`config.mk`:
```
export PLATFORM = sky130hd
export DESIGN_NAME = result_buffer
export DESIGN_NICKNAME = d
export VERILOG_FILES = /design/src/hw/systolic_pkg.sv /design/src/hw/result_buffer.sv
export SDC_FILE = /design/constraint.sdc
export NUM_CORES = 1
export LEC_CHECK = 0
export BUFFER_PORTS_ARGS = -buffer_cell sky130_fd_sc_hd__buf_4
export CORE_MARGIN = 2
export CORE_UTILIZATION = 52
export DETAILED_ROUTE_END_ITERATION = 16
export PLACE_DENSITY_LB_ADDON = 0.25
export SYNTH_ARGS = -nofsm -noshare
export SYNTH_HDL_FRONTEND = slang
export SYNTH_SLANG_ARGS = --single-unit
```
`constraint.sdc`:
```
create_clock -name clk -period 6.8 [get_ports clk]
set_input_delay 1.02 -clock clk [delete_from_list [all_inputs] [get_ports clk]]
set_output_delay 1.02 -clock clk [all_outputs]
set_load 0.1 [all_outputs]
```
`src/hw/systolic_pkg.sv`:
```
//**************************************************************************
// Q8.8 element format, tile geometry and the tile word shared by all blocks
//**************************************************************************
`default_nettype none

package systolic_pkg;

    // Signed Q8.8 elements
    localparam int WIDTH      = 16;
    localparam int FRAC_WIDTH = 8;

    // Per element accumulator, wraps on overflow
    localparam int ACC_WIDTH  = 32;

    // Square tiles of BLOCK_SIZE x BLOCK_SIZE elements
    localparam int BLOCK_SIZE = 2;
    localparam int CHUNK_SIZE = BLOCK_SIZE * BLOCK_SIZE;

    typedef logic signed [WIDTH-1:0] elem_t;

    // One tile word, read either as flat lanes or as rows of columns.
    // Element (i, j) is lane i*BLOCK_SIZE + j
    typedef union packed {
        elem_t [CHUNK_SIZE-1:0]                 lane;
        elem_t [BLOCK_SIZE-1:0][BLOCK_SIZE-1:0] grid;
    } tile_t;

endpackage

`default_nettype wire

```
`src/hw/result_buffer.sv`:
```
//**************************************************************************
// Result buffer, captures all core tiles and shifts them out one per cycle
//**************************************************************************
`timescale 1ns/1ps
`default_nettype none

module result_buffer #(
    parameter int NUM_CORES = 4
) (
    input  wire                                             clk,
    input  wire                                             rst_n,
    input  wire                                             start,
    input  wire [NUM_CORES*$bits(systolic_pkg::tile_t)-1:0] in,
    output logic                                            out_valid,
    output systolic_pkg::tile_t                             output_buffer
);

    localparam int LANES = systolic_pkg::CHUNK_SIZE;
    localparam int W     = systolic_pkg::WIDTH;
    localparam int CNT_W = $clog2(NUM_CORES + 1);

    logic                start_q;
    logic                load;
    logic [CNT_W-1:0]    count;
    systolic_pkg::tile_t shift_q [NUM_CORES];

    // Capture on the first cycle start is seen high
    assign load = start & ~start_q;

    always_ff @(posedge clk or negedge rst_n) begin
        if (!rst_n) begin
            start_q <= 1'b0;
            count   <= '0;
        end else begin
            start_q <= start;
            if (load) begin
                count <= CNT_W'(NUM_CORES);
            end else if (count != '0) begin
                count <= count - 1'b1;
            end
        end
    end

    always_ff @(posedge clk) begin
        if (load) begin
            for (int c = 0; c < NUM_CORES; c++) begin
                for (int k = 0; k < LANES; k++) begin
                    shift_q[c].lane[k] <= in[(c*LANES + k)*W +: W];
                end
            end
        end else if (count != '0) begin
            // Core 0 leaves first
            for (int c = 0; c < NUM_CORES - 1; c++) begin
                shift_q[c] <= shift_q[c+1];
            end
        end
    end

    assign out_valid     = (count != '0);
    assign output_buffer = shift_q[0];

endmodule

`default_nettype wire

```
==> results of run 1 <==
[power by group through the flow]
stage | logic [mW] | registers, mW | clock network (mW)
6_report | 3.21 | 2.73 | 1.31
2_1_floorplan | 1.21 | 4.28 | 0
5_1_grt | 3.31 | 2.79 | 1.41
3_3_place_gp | 3.17 | 2.73 | 0
4_1_cts | 3.23 | 2.74 | 1.35
3_5_place_dp | 3.23 | 2.77 | 0
[registers in the layout (all words and copies together), names as in the netlist]
name	count
count	3
shift_q	256
start_q	1
[per-layer routing]
layer | part of all wire, % | GRT usage (%) | vias up
li1 | - | - | 2593
met1 | 35 | 19.3 | 2677
met2 | 54 | 32.8 | 204
met3 | 7.3 | 4.39 | 37
met4 | 3.3 | 7.10 | 0
met5 | 0 | 0 | -
[worst reg2reg max path, stage by stage, from the launching register on]
cell and delay (ps):
dfrtp_1 390, inv_1 100, ha_1 170, nand2b_1 240
nand2_8 730, buf_12 740, mux2_4 510
[how the worst min path moves through the flow]
stage,end,slack [ps],start,cells after the start
after CTS,start_q,270,rst_n,1
after global routing,count[2],270,rst_n,1
after detailed placement,count[2],500,count[2],1
after global placement,count[2],460,count[2],1
final,start_q,290,rst_n,1
after floorplan,count[2],440,count[2],1
[kinds of logic after synthesis]
kind of cell	share of synthesized area, %
adders and majority gates	0.227
DFF	70.7
xor gates and xnor gates	0.0795
buffers and inverters	2.71
AOI/OAI and AO/OA	0.182
muxes	25.8
and+or+nand+nor	0.341
[cell usage in the layout, fill, tap and decap left out]
master and count:
nand2b_4 1, a211oi_1 1, buf_12 1, nand2b_1 2, edfxtp_1 256, inv_2 1, nor2_1 2, nand2_8 1
clkinv_1 8, a21oi_1 1, dfrtp_1 4, bufinv_16 1, o31ai_1 1, mux2_4 180, buf_4 326, mux2_2 12
inv_1 3, ha_1 2, clkinv_2 4, xnor2_1 1, clkbuf_1 8, clkbuf_16 27
[cell type report]
| type | count | share of cell area (%) |
|---|---|---|
| repair buffers | 327 | 17.2 |
| clock inverters | 13 | 0.558 |
| flip-flops and latches | 260 | 54.3 |
| inverters | 4 | 0.105 |
| well taps | 275 | 2.40 |
| multi-input cells | 204 | 20.5 |
| clock buffers | 35 | 4.92 |
[metrics by stage]
stage / hold slack (ps) / power, mW / instance area (µm²)
after floorplan: 443 / 5.49 / 11000
after global placement: 459 / 5.90 / 13600
after detailed placement: 502 / 6.00 / 13600
after CTS: 269 / 7.32 / 14300
after global routing: 271 / 7.52 / 14300
final: 290 / 7.26 / 14300
==> results.ini, run 1 <==
[floorplan]
num_io_pins=324
floorplan.initialDensity_pct=52.7
rows=53
coreArea_mm2=0.0209
dieWidth_um=150
design.die.area_mm2=0.0224
fp.dieH_um=150

[timing]
worst_slew_pin_slew_ps=1050
finalSetupTns_ps=0
max_clock_freq_ghz=0.319
worst_slack_ps=3660
clock_skew_ps=7.10
final-max-slew-violation-count=0
relSlewSlack_pct=29.7
period_needed_ps=3140
rsz0062_at_grt=no
finalHoldViolations=0
finalSetupViolations=0
finalCritPeriodShare_pct=46.1

[logic_synthesis]
ys_warn_count=0
synth.distinct_cells=18
yosys-top-cells-area=edfxtp_1 (70%), mux2_4 (25%), buf_8 (1.4%), mux2_2 (1.2%), buf_6 (0.92%)
syn_avg_cell_area_um2=22.5
yosys.cell_count.top_type=edfxtp_1
seq_area_frac_synth_pct=70.7
syn_area_mm2=0.0110
synthArstFlopShare_pct=1.54
yosys-top-cells-count=edfxtp_1 (256), mux2_4 (180), mux2_2 (12)
synth.largest_area_cell=edfxtp_1
synthCells=490
syn-num-nets=751
synth-edff-count=256
yosys.area.top_type_share_pct=69.8
synth_ff_type=edfxtp_1
ys_seq_elements=260

[critical_path]
ff2ff_path_depth=6
reg2reg_slack_ps=3660
endpoint_kind=flip-flop
r2r-start=count[0]
cp_num_buf_inv=2
endpoint=shift_q[1][9]
path_cells=inv_1 > ha_1 > nand2b_1 > nand2_8 > buf_12 > mux2_4
crit_slowest_cell=nand2_8
setup.worst_path.start=count[0]
arrival_ps=3390
crit_required_ps=7060
cp.depth=6
worstSetupStartpointType=flip-flop
path_class=reg -> reg
rr_endpoint=shift_q[1][9]
cpLargestDelayFamily=simple AND/OR/NAND/NOR gates
cp_max_fo=99
critPathMaxStageDelay_ps=730

[drt]
wl_per_cell_um=18.6
drt_first_iter_violations=223
drt_wl_total_um=20800
route.detailed.drc=0
vias_per_cell=4.93
drtAntennaViolNets=0
dr.pass1.iters=4
vias=5511

[power]
p_clk_share_pct=18.1
p_sw_mw=2.83
pwr-share-seq_pct=37.6
p_per_area_mw_per_mm2=506
vdd_drop_max_mv=0.401
swShare_pct=38.9
p_leak_nw=6.12
p_comb_share_pct=44.3
internal_power_mw=4.43

[cells_and_area]
multi_input_area_mm2=0.00295
drive_above_1_share_pct=65.7
nFillCells=1381
final_util_pct=68.7
syn_to_final_growth_pct=30.2
nNetsFinal=1085
layout.cells.non_filler=1118
regArea_mm2=0.00779
antenna_cells=0

[grt]
grt-ovfl-total=0
grt_pass1_wl_um=30300
grt_pass1_vias=5831
grt_max_degree=100
track_usage_pct=17.7
antenna_found_initial=0

[cts]
cts_tree=done
clk-insertion-delay-late_ps=510
cts_sinks=260
root_buffer=clkbuf_16
cts-buffers-inserted=27
cts_buffer_depth=3
ctsResizeCount=0
cts_setup_buffers=0
ctsHoldBuffers=0
path_clk_slew_ps=60
htree_levels=1

[place]
gp_congestion=0.781
numPortBuffers=323
dpl.hpwl_um=15000
dp.cells=1070
preCtsSetupSlack_ps=3310

[hold_path]
hold_path_class=in -> async

[run]
maxCapViolCount=0

[status]
run_status=finished clean

Power figures use the tool's default switching activity.
==> run 2: changes to the inputs <==
--- a/config.mk
+++ b/config.mk
@@ -5,6 +5,7 @@
 export SDC_FILE = /design/constraint.sdc
 export NUM_CORES = 1
 export LEC_CHECK = 0
+export ABC_AREA = 1
 export BUFFER_PORTS_ARGS = -buffer_cell sky130_fd_sc_hd__buf_4
 export CORE_MARGIN = 2
 export CORE_UTILIZATION = 52
==> constraint.sdc (replaced) <==
create_clock -name clk -period 3.08 [get_ports clk]
set_input_delay 0.462 -clock clk [delete_from_list [all_inputs] [get_ports clk]]
set_output_delay 0.462 -clock clk [all_outputs]
set_load 0.1 [all_outputs]
==> results.ini, run 2 <==
[critical_path]
cp_max_fo=89  ; -10%
endpoint_kind=flip-flop
arrival_ps=2660  ; -730 ps
path_class=reg -> reg
worstSetupStartpointType=flip-flop
crit_required_ps=3340  ; -3720 ps

[cells_and_area]
nNetsFinal=1488  ; +37%
top_regs=shift_q (256), count (3), start_q (1)
regMostFlops=shift_q
regArea_mm2=0.00779  ; unchanged
largest_reg_flops=256  ; unchanged
nFillCells=1428  ; +3.4%
final_common_cell=nand2_1
drive_above_1_share_pct=31.2  ; -34 points
multi_input_area_mm2=0.00254  ; -14%
final_cell_mix=nand2_1 (386), buf_4 (333), edfxtp_1 (256)
syn_to_final_growth_pct=32.4

[grt]
grt_max_degree=93  ; -7.0%
grt_pass1_wl_um=36200  ; +20%
grt-ovfl-total=0  ; unchanged
antenna_found_initial=2  ; +2
grt_pass1_vias=7356  ; +26%
track_usage_pct=20.9  ; +3.2 points

[logic_synthesis]
ys_seq_elements=260  ; unchanged
yosys-top-cells-area=edfxtp_1 (72%), nand2_1 (14%), nand3_1 (9.2%), buf_2 (2.1%), buf_6 (1.2%)
synth-compound-area-share_pct=0  ; -0.18 points
synth_xor_area_share_pct=0  ; -0.080 points
synth_fa_ha_area_share_pct=0.233  ; +0.0063 points
synthArstFlopShare_pct=1.54  ; unchanged
synth_ff_type=edfxtp_1
synth-simple-area-share_pct=23.1  ; +23 points
ys_warn_count=0  ; unchanged
synth_top_family_by_area=simple AND/OR/NAND/NOR gates
seq_area_frac_synth_pct=72.6  ; +1.9 points
syn-num-nets=1184  ; +58%
synthMuxAreaShare_pct=0  ; -26 points
synth.largest_area_cell=edfxtp_1
yosys-top-cells-count=nand2_1 (389), edfxtp_1 (256), nand3_1 (198)
synthCells=923  ; +88%
synth.distinct_cells=15  ; -3
yosys.cell_count.top_type=nand2_1
synth-edff-count=256  ; unchanged
syn_area_mm2=0.0107  ; -2.7%
syn_avg_cell_area_um2=11.6  ; -48%
yosys.area.top_type_share_pct=71.7  ; +1.9 points

[timing]
finalSetupViolations=0  ; unchanged
max_clock_freq_ghz=0.418  ; +31%
period_needed_ps=2390  ; -742 ps
final-max-slew-violation-count=0  ; unchanged
finalSetupTns_ps=0  ; unchanged
clock_skew_ps=10.8  ; +3.69 ps
finalCritPeriodShare_pct=77.7  ; +32 points
worst_slew_pin_slew_ps=933  ; -121 ps
finalHoldViolations=0  ; unchanged
relSlewSlack_pct=37.8  ; +8.1 points
rsz0062_at_grt=no

[hold_path]
hold_path_class=in -> reg

[floorplan]
floorplan.initialDensity_pct=53.0  ; +0.25 points
design.die.area_mm2=0.0218  ; -2.6%
coreArea_mm2=0.0202  ; -3.1%
fp.dieH_um=148  ; -1.3%
rows=52  ; -1.9%
dieWidth_um=148  ; -1.3%
num_io_pins=324  ; unchanged

[cts]
cts_sinks=260  ; unchanged
root_buffer=clkbuf_16
cts_setup_buffers=0  ; unchanged
path_clk_slew_ps=60  ; about the same
cts_buffer_depth=3  ; unchanged
cts-buffers-inserted=27  ; unchanged
htree_levels=1  ; unchanged
cts_tree=done
clk-insertion-delay-late_ps=530  ; +20 ps

[drt]
drt_first_iter_violations=491  ; +120%
wl_per_cell_um=15.2  ; -18%
route.detailed.drc=0  ; unchanged
dr.pass1.iters=4  ; unchanged
drtAntennaViolNets=0  ; unchanged
vias_per_cell=4.95  ; +0.40%
vias=7513  ; +36%
drt_wl_total_um=23000  ; +11%

[power]
vdd_drop_max_mv=0.622  ; +55%
p_per_area_mw_per_mm2=1140  ; +120%
p_leak_nw=6.53  ; +6.6%
p_total_mw=16.1  ; +120%

[place]
dpl.hpwl_um=15300  ; +2.2%
numPortBuffers=323  ; unchanged
gp_congestion=0.827  ; +6.0%

[status]
run_status=finished clean

[run]
maxCapViolCount=0  ; unchanged

run 2: cell count changes after synthesis, moves of 2 or more:
cell / change
buf_8: -9
clkbuf_1: +2
nand3_1: +198
buf_6: +2
buf_2: +44
inv_1: +2
mux2_4: -180
mux2_2: -12
nand2b_1: -3
buf_4: +4
nand2_1: +389
run 2: final timing paths:
check / from / endpoint / slack, ps / depth (start not counted)
setup / recovery: count[0] / shift_q[0][1] / 690 / 6
hold / removal: start / start_q / 80 / 1
setup reg to reg: count[0] / shift_q[0][1] / 690 / 6
hold reg to reg: count[0] / count[0] / 510 / 2
max in group asynchronous: rst_n / start_q / 2670 / 2
min in group asynchronous: rst_n / count[2] / 300 / 2
run 2: worst max-delay path: stages (launching register included):
cell	delay, ps
dfrtp_1	380
inv_1	100
ha_1	290
inv_1	90
nor2_1	360
nand2_8	490
buf_4	400
run 2: through the flow:
step	cell area [µm²]	hold slack (ps)	util [%]	setup WS (ps)	cells
after floorplan	10700	166	-	400	923
final	14200	76.5	70.1	686	1518
after CTS	14200	52.4	70.1	662	1516
after global routing	14200	63.3	70.1	479	1518
after detailed placement	13300	263	65.7	687	1467
after global placement	13300	263	65.7	766	1467
run 2: routing by layer:
metal | track usage [%] | part of all wire, % | up-vias
li1 | - | - | 3797
met1 | 24.7 | 37 | 3375
met2 | 35.8 | 50 | 264
met3 | 4.97 | 7.1 | 77
met4 | 11.1 | 5.8 | 0
met5 | 0 | 0 | -
run 2: final cells by class:
type	instances	share of cell area [%]
repair buffers	339	18.4
flip-flops and latches	260	54.9
clock buffers	27	4.76
well taps	270	2.38
inverters	7	0.185
clock inverters	21	1.48
multi-input cells	592	17.9
diodes	2	0.0353
run 2: kinds of logic (layout without fill, tap and decap cells):
| group | Yosys count | count (layout) |
|---|---|---|
| adders and majority gates | 2 | 2 |
| DFF | 260 | 260 |
| buffers and inverters | 71 | 394 |
| and+or+nand+nor | 590 | 590 |
| other | 0 | 2 |
run 2: power by group:
group	switching (mW)	internal, mW	total, mW	leakage [nW]
registers	0.353	5.80	6.15	2.70
clock network	1.30	1.93	3.23	0.443
logic	5.19	1.55	6.74	3.39
total	6.84	9.28	16.1	6.53
run 2: timing repair:
| action | 4_1_cts | 5_1_grt |
|---|---|---|
| hold buffers | 1 | 0 |
| gates resized for setup | 0 | 0 |
| hold endpoints to repair | 4 | 0 |
